[src/hdl/core_pkg.sv]
package core_pkg;

    localparam int num_regs = 32;

    typedef logic [4:0]  reg_addr_t;
    typedef logic [31:0] word_t;

    // Integer operations understood by the execute unit.
    typedef enum logic [3:0] {
        op_add = 4'd0,
        op_sub = 4'd1,
        op_and = 4'd2,
        op_or  = 4'd3,
        op_xor = 4'd4,
        op_sll = 4'd5,
        op_srl = 4'd6,
        op_slt = 4'd7,
        op_mul = 4'd8,  // Multi-cycle.
        op_div = 4'd9   // Multi-cycle, unsigned.
    } opcode_t;

    typedef enum logic [1:0] {
        exc_none = 2'd0,
        exc_ine  = 2'd1,  // Illegal instruction.
        exc_sys  = 2'd2   // System call.
    } exception_t;

endpackage

[src/hdl/latency_timer.sv]
`timescale 1ns/100ps

module latency_timer (
    input wire         clk,
    input wire         reset,
    input wire         load,
    input wire  [3:0]  value,
    output logic       done
);

logic [3:0]  count;
logic        running;

always_ff @(posedge clk) begin
    if (reset) begin
        running <= 1'b0;
    end
    else if (load) begin
        running <= (value != '0);  // A zero load never fires.
    end
    else if (done) begin
        running <= 1'b0;
    end
end

always_ff @(posedge clk) begin
    if (load) begin
        count <= value;
    end
    else if (running) begin
        count <= count - 4'd1;
    end
end

// Done flags the cycle whose edge takes the count to zero.
assign done = running && (count == 4'd1);

endmodule

[src/hdl/exec_alu.sv]
`timescale 1ns/100ps

module exec_alu import core_pkg::*; (
    input wire  opcode_t  opcode,
    input wire  word_t    src1,
    input wire  word_t    src2,
    output word_t         result
);

logic [4:0]  shamt;
word_t       product;
word_t       quotient;

assign shamt = src2[4:0];
assign product = src1 * src2;  // Low half of the product only.

// Division by zero returns all ones.
assign quotient = (src2 == '0) ? '1 : src1 / src2;

always_comb begin
    case (opcode)
        op_add:  result = src1 + src2;
        op_sub:  result = src1 - src2;
        op_and:  result = src1 & src2;
        op_or:   result = src1 | src2;
        op_xor:  result = src1 ^ src2;
        op_sll:  result = src1 << shamt;
        op_srl:  result = src1 >> shamt;
        op_slt:  result = {31'b0, $signed(src1) < $signed(src2)};
        op_mul:  result = product;
        op_div:  result = quotient;
        default: result = '0;
    endcase
end

endmodule

[src/hdl/read_operands.sv]
`timescale 1ns/100ps

module read_operands import core_pkg::*; (
    input wire                clk,
    input wire                reset,

    input wire                flush,
    input wire                allowout,

    input wire                id_ready,
    input wire  word_t        id_pc,
    input wire                id_have_exception,
    input wire  exception_t   id_exception_type,
    input wire  opcode_t      id_opcode,
    input wire  reg_addr_t    id_rf_src1,
    input wire  reg_addr_t    id_rf_src2,
    input wire                id_src2_is_imm,
    input wire  word_t        id_imm,
    input wire  reg_addr_t    id_dest,

    output reg_addr_t         r1_addr,
    input wire                r1_valid,
    input wire  word_t        r1_data,

    output reg_addr_t         r2_addr,
    input wire                r2_valid,
    input wire  word_t        r2_data,

    output logic              ro_valid,
    output logic              ro_ready,
    output word_t             ro_pc,
    output logic              ro_have_exception,
    output exception_t        ro_exception_type,
    output opcode_t           ro_opcode,
    output word_t             ro_src1,
    output word_t             ro_src2,
    output reg_addr_t         ro_dest
);

logic        st_valid;
word_t       st_pc;
logic        st_have_exception;
exception_t  st_exception_type;
opcode_t     st_opcode;
reg_addr_t   st_rf_src1;
reg_addr_t   st_rf_src2;
logic        st_src2_is_imm;
word_t       st_imm;
reg_addr_t   st_dest;

always_ff @(posedge clk) begin
    if (reset || flush) begin
        st_valid <= 1'b0;
    end
    else if (allowout) begin
        st_valid <= id_ready;  // An empty slot is loaded as invalid.
        st_pc <= id_pc;
        st_have_exception <= id_have_exception;
        st_exception_type <= id_exception_type;
        st_opcode <= id_opcode;
        st_rf_src1 <= id_rf_src1;
        st_rf_src2 <= id_rf_src2;
        st_src2_is_imm <= id_src2_is_imm;
        st_imm <= id_imm;
        st_dest <= id_dest;
    end
end

assign r1_addr = st_rf_src1;
assign r2_addr = st_rf_src2;

// An excepting instruction does not wait for its sources.
assign ro_valid = st_valid;
assign ro_ready = st_valid && (r1_valid && r2_valid || st_have_exception);

assign ro_pc = st_pc;
assign ro_have_exception = st_have_exception;
assign ro_exception_type = st_exception_type;
assign ro_opcode = st_opcode;
assign ro_src1 = r1_data;
assign ro_src2 = st_src2_is_imm ? st_imm : r2_data;
assign ro_dest = st_dest;

ready_needs_valid: assert property (@(posedge clk) disable iff (reset)
    ro_ready |-> ro_valid);

endmodule

[src/hdl/reg_file.sv]
`timescale 1ns/100ps

module reg_file import core_pkg::*; (
    input wire                clk,
    input wire                reset,

    input wire  reg_addr_t    r1_addr,
    output word_t             r1_data,
    output logic              r1_valid,

    input wire  reg_addr_t    r2_addr,
    output word_t             r2_data,
    output logic              r2_valid,

    input wire                set_busy,
    input wire  reg_addr_t    busy_addr,

    input wire                wb_en,
    input wire  reg_addr_t    wb_addr,
    input wire  word_t        wb_data
);

word_t                regs [1:num_regs-1];  // Register 0 has no storage.
logic [num_regs-1:0]  busy;

always_ff @(posedge clk) begin
    if (wb_en && wb_addr != '0) begin
        regs[wb_addr] <= wb_data;
    end
end

always_ff @(posedge clk) begin
    if (reset) begin
        busy <= '0;
    end
    else begin
        if (wb_en && wb_addr != '0) begin
            busy[wb_addr] <= 1'b0;
        end
        if (set_busy && busy_addr != '0) begin
            busy[busy_addr] <= 1'b1;
        end
    end
end

// No bypass, so a write is seen from the cycle after wb_en.
assign r1_data = (r1_addr == '0) ? '0 : regs[r1_addr];
assign r2_data = (r2_addr == '0) ? '0 : regs[r2_addr];

assign r1_valid = !busy[r1_addr];  // Bit 0 never gets set.
assign r2_valid = !busy[r2_addr];

wb_hits_busy: assert property (@(posedge clk) disable iff (reset)
    wb_en |-> busy[wb_addr]);

no_double_busy: assert property (@(posedge clk) disable iff (reset)
    set_busy |-> !busy[busy_addr]);

endmodule

[src/hdl/exec_control.sv]
`timescale 1ns/100ps

module exec_control import core_pkg::*; #(
    parameter int mul_latency = 3,
    parameter int div_latency = 8
) (
    input wire                clk,
    input wire                reset,

    input wire                ro_valid,
    input wire                ro_ready,
    input wire  opcode_t      ro_opcode,
    input wire  reg_addr_t    ro_dest,
    input wire  word_t        ro_pc,
    input wire                ro_have_exception,
    input wire  exception_t   ro_exception_type,
    output logic              allowout,

    output opcode_t           alu_opcode,
    input wire  word_t        alu_result,

    output logic              timer_load,
    output logic [3:0]        timer_value,
    input wire                timer_done,

    output logic              set_busy,
    output reg_addr_t         busy_addr,

    output logic              wb_en,
    output reg_addr_t         wb_addr,
    output word_t             wb_data,

    output logic              commit_valid,
    output word_t             commit_pc,
    output reg_addr_t         commit_dest,
    output word_t             commit_data,
    output logic              commit_have_exception,
    output exception_t        commit_exception_type
);

typedef enum logic [1:0] {s_idle, s_wait, s_done} state_t;

localparam logic [3:0] mul_count = 4'(mul_latency - 1);
localparam logic [3:0] div_count = 4'(div_latency - 1);

state_t      state;
logic        started;
logic        issue;
logic        multi;
word_t       pc_q;
reg_addr_t   dest_q;
logic        exc_q;
exception_t  exc_type_q;
word_t       result_q;

assign issue = (state == s_idle) && ro_ready;
assign allowout = started && (!ro_valid || issue);  // Upstream sees this as id_allowin.

// A latency of one behaves like any single-cycle operation.
assign multi = !ro_have_exception &&
               ((ro_opcode == op_mul && mul_latency > 1) ||
                (ro_opcode == op_div && div_latency > 1));

assign alu_opcode = ro_opcode;
assign timer_load = issue && multi;
assign timer_value = (ro_opcode == op_div) ? div_count : mul_count;

assign set_busy = issue && !ro_have_exception && ro_dest != '0;
assign busy_addr = ro_dest;

always_ff @(posedge clk) begin
    if (reset) begin
        state <= s_idle;
        started <= 1'b0;
    end
    else begin
        started <= 1'b1;
        case (state)
            s_idle: if (issue) state <= multi ? s_wait : s_done;
            s_wait: if (timer_done) state <= s_done;
            default: state <= s_idle;
        endcase
    end
end

always_ff @(posedge clk) begin
    if (issue) begin
        pc_q <= ro_pc;
        dest_q <= ro_dest;
        exc_q <= ro_have_exception;
        exc_type_q <= ro_exception_type;
        result_q <= alu_result;  // The timer only models the latency.
    end
end

assign commit_valid = (state == s_done);
assign commit_pc = pc_q;
assign commit_dest = dest_q;
assign commit_data = exc_q ? '0 : result_q;
assign commit_have_exception = exc_q;
assign commit_exception_type = exc_type_q;

assign wb_en = commit_valid && !exc_q && dest_q != '0;
assign wb_addr = dest_q;
assign wb_data = result_q;

done_only_in_wait: assert property (@(posedge clk) disable iff (reset)
    timer_done |-> state == s_wait);

endmodule

[src/hdl/operand_core.sv]
`timescale 1ns/100ps

module operand_core import core_pkg::*; #(
    parameter int mul_latency = 3,
    parameter int div_latency = 8
) (
    input wire                clk,
    input wire                reset,
    input wire                flush,

    input wire                id_ready,
    input wire  word_t        id_pc,
    input wire                id_have_exception,
    input wire  exception_t   id_exception_type,
    input wire  opcode_t      id_opcode,
    input wire  reg_addr_t    id_rf_src1,
    input wire  reg_addr_t    id_rf_src2,
    input wire                id_src2_is_imm,
    input wire  word_t        id_imm,
    input wire  reg_addr_t    id_dest,
    output logic              id_allowin,

    output logic              commit_valid,
    output word_t             commit_pc,
    output reg_addr_t         commit_dest,
    output word_t             commit_data,
    output logic              commit_have_exception,
    output exception_t        commit_exception_type
);

reg_addr_t   r1_addr;
reg_addr_t   r2_addr;
word_t       r1_data;
word_t       r2_data;
logic        r1_valid;
logic        r2_valid;
logic        ro_valid;
logic        ro_ready;
word_t       ro_pc;
logic        ro_have_exception;
exception_t  ro_exception_type;
opcode_t     ro_opcode;
word_t       ro_src1;
word_t       ro_src2;
reg_addr_t   ro_dest;
opcode_t     alu_opcode;
word_t       alu_result;
logic        timer_load;
logic [3:0]  timer_value;
logic        timer_done;
logic        set_busy;
reg_addr_t   busy_addr;
logic        wb_en;
reg_addr_t   wb_addr;
word_t       wb_data;

read_operands u_read_operands (
    .clk, .reset, .flush,
    .allowout          (id_allowin),
    .id_ready, .id_pc, .id_have_exception, .id_exception_type, .id_opcode,
    .id_rf_src1, .id_rf_src2, .id_src2_is_imm, .id_imm, .id_dest,
    .r1_addr, .r1_valid, .r1_data,
    .r2_addr, .r2_valid, .r2_data,
    .ro_valid, .ro_ready, .ro_pc, .ro_have_exception, .ro_exception_type,
    .ro_opcode, .ro_src1, .ro_src2, .ro_dest
);

reg_file u_reg_file (
    .clk, .reset,
    .r1_addr, .r1_data, .r1_valid,
    .r2_addr, .r2_data, .r2_valid,
    .set_busy, .busy_addr,
    .wb_en, .wb_addr, .wb_data
);

exec_control #(
    .mul_latency       (mul_latency),
    .div_latency       (div_latency)
) u_exec_control (
    .clk, .reset,
    .ro_valid, .ro_ready, .ro_opcode, .ro_dest, .ro_pc,
    .ro_have_exception, .ro_exception_type,
    .allowout          (id_allowin),
    .alu_opcode, .alu_result,
    .timer_load, .timer_value, .timer_done,
    .set_busy, .busy_addr,
    .wb_en, .wb_addr, .wb_data,
    .commit_valid, .commit_pc, .commit_dest, .commit_data,
    .commit_have_exception, .commit_exception_type
);

latency_timer u_latency_timer (
    .clk, .reset,
    .load              (timer_load),
    .value             (timer_value),
    .done              (timer_done)
);

exec_alu u_exec_alu (
    .opcode            (alu_opcode),
    .src1              (ro_src1),
    .src2              (ro_src2),
    .result            (alu_result)
);

endmodule

[config.mk]
export PLATFORM = sky130hd
export DESIGN_NAME = operand_core
export DESIGN_NICKNAME = d
export VERILOG_FILES = /design/src/hdl/core_pkg.sv /design/src/hdl/latency_timer.sv /design/src/hdl/exec_alu.sv /design/src/hdl/read_operands.sv /design/src/hdl/reg_file.sv /design/src/hdl/exec_control.sv /design/src/hdl/operand_core.sv
export SDC_FILE = /design/constraint.sdc
export NUM_CORES = 2
export LEC_CHECK = 0
export BUFFER_PORTS_ARGS = -buffer_cell sky130_fd_sc_hd__clkbuf_2
export CORE_MARGIN = 5
export CORE_UTILIZATION = 45
export CTS_BUF_LIST = sky130_fd_sc_hd__clkbuf_16
export DETAILED_ROUTE_END_ITERATION = 16
export PLACE_DENSITY = 0.73
export SLEW_MARGIN = 30
export SYNTH_ARGS = -nofsm -noshare
export SYNTH_HDL_FRONTEND = slang
export SYNTH_SLANG_ARGS = --single-unit
export TNS_END_PERCENT = 30
[constraint.sdc]
create_clock -name clk -period 81.9 [get_ports clk]
set_clock_uncertainty 0.2 [all_clocks]
set_input_delay 8.19 -clock clk [delete_from_list [all_inputs] [get_ports clk]]
set_output_delay 8.19 -clock clk [all_outputs]
set_load 0.02 [all_outputs]
==> flow_metrics.env <==
export IMPL_status="completed"
export IMPL_antenna_found_initial=25
export IMPL_cpMaxStageDelayCell="a21boi_0"
export IMPL_min_from="u_read_operands.ro_pc[0]$_DFFE_PP_"
export IMPL_synth_async_sr_flop_share=0
export IMPL_slew_headroom=0.248
export IMPL_cts_sinks=1202
export IMPL_synth_top_area_frac=0.330
export IMPL_cts_path_max_buffers=3
export IMPL_syn_to_final_growth_pct=11.6
export IMPL_ant_nets=0
export IMPL_cap_violations=0
export IMPL_wirelength_met1_um=164000
export IMPL_leakagePower_uw=0.0465
export IMPL_arrival_ns=78.73
export IMPL_synth_seq_area_share=0.339
export IMPL_startpoint_type="flip-flop"
export IMPL_totalWireLength_um=446000
export IMPL_grt_total_usage=0.353
export IMPL_post_dp_hpwl_um=320000
export IMPL_timing_rr_end="u_exec_control.wb_data[0]$_DFFE_PP_"
export IMPL_drive_gt1_frac=0.174
export IMPL_ys_top_cells_by_area="edfxtp_1 (33%), mux4_2 (10%), ha_1 (9.0%)"
export IMPL_clk_pin_slew_ns=0.07
export IMPL_start_util=0.452
export IMPL_fin_crit_sh=0.958
export IMPL_slew_viol_final=0
export IMPL_die_width_um=493
export IMPL_cts_tree="done"
export IMPL_cpMostUsedCell="ha_1"
export IMPL_rr_worst_depth=338
export IMPL_ir_worst_vdd_uv=151
export IMPL_hp_class="reg2reg"
export IMPL_max_freq_mhz=12.7
export IMPL_power_uw=4500
export IMPL_cts_made_buffers=116
export IMPL_period_minus_slack_ns=78.49
export IMPL_end_kind="flip-flop"
export IMPL_p_per_area_nw_per_um2=38.4
export IMPL_hold_viol=0
export IMPL_dp_cells=13300
export IMPL_fp_dieArea_um2=243000
export IMPL_h_tree_depth=3
export IMPL_synth_edf_count=1155
export IMPL_crit_path_max_incr_delay_ns=0.72
export IMPL_ioPinCount=165
export IMPL_criticalPathCategory="reg2reg"
export IMPL_via_per_inst=6.77
export IMPL_wl_per_cell_um=32.8
export IMPL_routabilityCongestion=1.06
export IMPL_root_buffer="clkbuf_16"
export IMPL_tns_ns=0
export IMPL_synth_area_per_cell_um2=10.4
export IMPL_synth_top_area_cell="edfxtp_1"
export IMPL_first_iter_violations=13100
export IMPL_grt_start_max_net_pins=133
export IMPL_reg2reg_slack_ns=3.41
export IMPL_path_buf_inv=37
export IMPL_synth_top_flop_cell="edfxtp_1"
export IMPL_worstHoldEndpoint="u_exec_control.commit_pc[0]$_DFFE_PP_"
export IMPL_path_delay_family="compound AO/OA/AOI/OAI gates"
export IMPL_grt_pass1_vias=89400
export IMPL_portBuffers=164
export IMPL_via_count=92100
export IMPL_placed_cell_area_um2=112000
export IMPL_wl_met2_um=188000
export IMPL_synthCells=10100
export IMPL_required_ns=82.14
export IMPL_highest_layer="met5"
export IMPL_utilization=0.505
export IMPL_drt_pass1_iterations=9
export IMPL_worst_path_max_fanout=28
export IMPL_ctsHoldBuffers=0
export IMPL_ys_ff_latch=1202
export IMPL_synth_cell_types=117
export IMPL_grt_overflow_total=0
export IMPL_syn_nets=11400
export IMPL_insertion_delay_ns=0.80
export IMPL_yosysWarnings=0
export IMPL_finish_instance_area_um2=117000
export IMPL_setup_viol=0
export IMPL_grt_pass1_wl_um=630000
export IMPL_layout_nets=11700
export IMPL_syn_area_um2=105000
export IMPL_drcViolationCount=0
export IMPL_instances_no_fill=13600
export IMPL_row_count=177
export IMPL_die_h_um=493
export IMPL_worstMarginPinSlew_ns=1.13
export IMPL_met3_length_um=60300
export IMPL_hold_path_depth=0
export IMPL_core_um2=233000
cells in the final DEF (no fill, tap or decap), types with 34 or more instances in the layout:
cell,synthesis,routed
dfxtp_1,47,38
nand3_1,158,155
mux4_2,478,478
o22ai_1,80,79
nand2b_1,108,106
nor3_1,241,219
nand2_1,1058,1053
a21o_1,166,165
buf_4,18,512
nor2b_1,141,139
ha_1,753,753
a221oi_1,37,34
o211ai_1,71,71
a21oi_2,1,40
and3_1,47,45
fa_1,410,410
clkbuf_16,0,119
nor2_1,853,809
or2_2,57,57
xor2_1,126,126
a211oi_1,121,110
a31oi_1,82,75
o21a_1,152,151
nor2_4,0,34
mux2i_1,273,272
mux2_2,98,98
edfxtp_1,1155,1155
o21ai_0,387,373
nand4_1,49,49
or3_1,85,85
a21oi_1,654,600
a211o_1,43,42
clkbuf_2,1,164
xnor2_1,265,265
inv_1,733,745
o21bai_1,44,44
and2_1,67,64
o31ai_1,65,53
cell families (layout without fill, tap and decap cells):
group           count (synthesis)  in the layout  share of synthesized area
compound gates               2281           2281                      0.143
xor+xnor                      391            391                     0.0326
other cells                     0             14                          0
mux                           851            851                      0.139
fa+ha+maj                    1163           1163                      0.168
simple gates                 2979           2981                      0.129
flops                        1202           1202                      0.339
buf+inv                      1261           1681                     0.0495
worst register-to-register path, delay by kind of cell (launching register included):
| kind | cells | cell delay (ns) |
|---|---|---|
| adders and majority gates | 31 | 10.21 |
| buffers and inverters | 37 | 6.92 |
| DFF | 1 | 0.47 |
| and+or+nand+nor | 87 | 18.13 |
| AOI/OAI and AO/OA | 178 | 40.54 |
| muxes | 5 | 1.63 |
flip-flops by register name (all words and copies together) (netlist names), 5 cells and up, named ones only:
| register | cells |
|---|---|
| u_reg_file.regs | 992 |
| u_exec_control.commit_dest | 5 |
| u_read_operands.st_imm | 32 |
| u_read_operands.r2_addr | 5 |
| u_read_operands.ro_pc | 32 |
| u_reg_file.busy | 32 |
| u_exec_control.commit_pc | 32 |
| u_read_operands.ro_dest | 5 |
| u_exec_control.wb_data | 32 |
| u_read_operands.r1_addr | 5 |
final cells by class:
| class | instances | area [um2] |
|---|---|---|
| multi-input combinational | 7667 | 65700 |
| inverter | 745 | 2800 |
| fill | 20400 | 115000 |
| antenna | 14 | 35.0 |
| clock inverter | 96 | 952 |
| timing repair buffer | 722 | 5400 |
| clock buffer | 118 | 2950 |
| sequential | 1202 | 35700 |
| tap | 3043 | 3810 |
power by group:
part | total (uW) | switching, uW | internal [uW] | leakage, uW
sequential | 696 | 7.52 | 689 | 0.0108
clock | 561 | 253 | 308 | 0.00197
combinational | 3250 | 1980 | 1260 | 0.0338
stage by stage:
| step | worst slack [ns] | hold WS (ns) |
|---|---|---|
| 4_1_cts | 0.0117 | 0.201 |
| 3_3_place_gp | -0.900 | 0.201 |
| 6_report | 3.41 | 0.208 |
| 2_1_floorplan | 0.116 | 0.200 |
| 5_1_grt | -0.265 | 0.209 |
| 3_5_place_dp | -1.68 | 0.205 |
synthesized netlist by cell type (77+ instances only):
cell      number
xnor2_1      265
a211oi_1     121
mux2_2        98
nand2b_1     108
inv_1        733
nor2b_1      141
clkbuf_1     300
or3_1         85
nand3_1      158
mux2i_1      273
buf_2         93
nor3_1       241
nor2_1       853
buf_1         77
nand2_1     1058
mux4_2       478
xor2_1       126
o21ai_0      387
o22ai_1       80
ha_1         753
edfxtp_1    1155
a21o_1       166
a31oi_1       82
a21oi_1      654
o21a_1       152
fa_1         410
timing repair:
action | 4_1_cts | 5_1_grt
pin swaps | 3 | 25
hold endpoints to repair | 0 | 0
setup endpoints to repair | 1 | 3
cloned | 0 | 3
buffers inserted | 4 | 52
resized for setup | 19 | 175
worst max path at each step:
| stage | endpoint | slack [ns] | depth (start not counted) |
|---|---|---|---|
| floorplan | u_exec_control.wb_data[0]$_DFFE_PP_ | 0.12 | 380 |
| global placement | u_exec_control.wb_data[0]$_DFFE_PP_ | -0.90 | 344 |
| detailed placement | u_exec_control.wb_data[0]$_DFFE_PP_ | -1.68 | 343 |
| CTS | u_exec_control.wb_data[0]$_DFFE_PP_ | 0.01 | 351 |
| global route | u_exec_control.wb_data[0]$_DFFE_PP_ | -0.27 | 356 |
| finish | u_exec_control.wb_data[0]$_DFFE_PP_ | 3.41 | 338 |
metal layers:
metal / vias up / track usage
li1: 38100 / -
met1: 45400 / 0.458
met2: 7026 / 0.520
met3: 1566 / 0.107
met4: 26 / 0.215
met5: - / 0
Note: power is estimated with default switching activity, not from simulation.
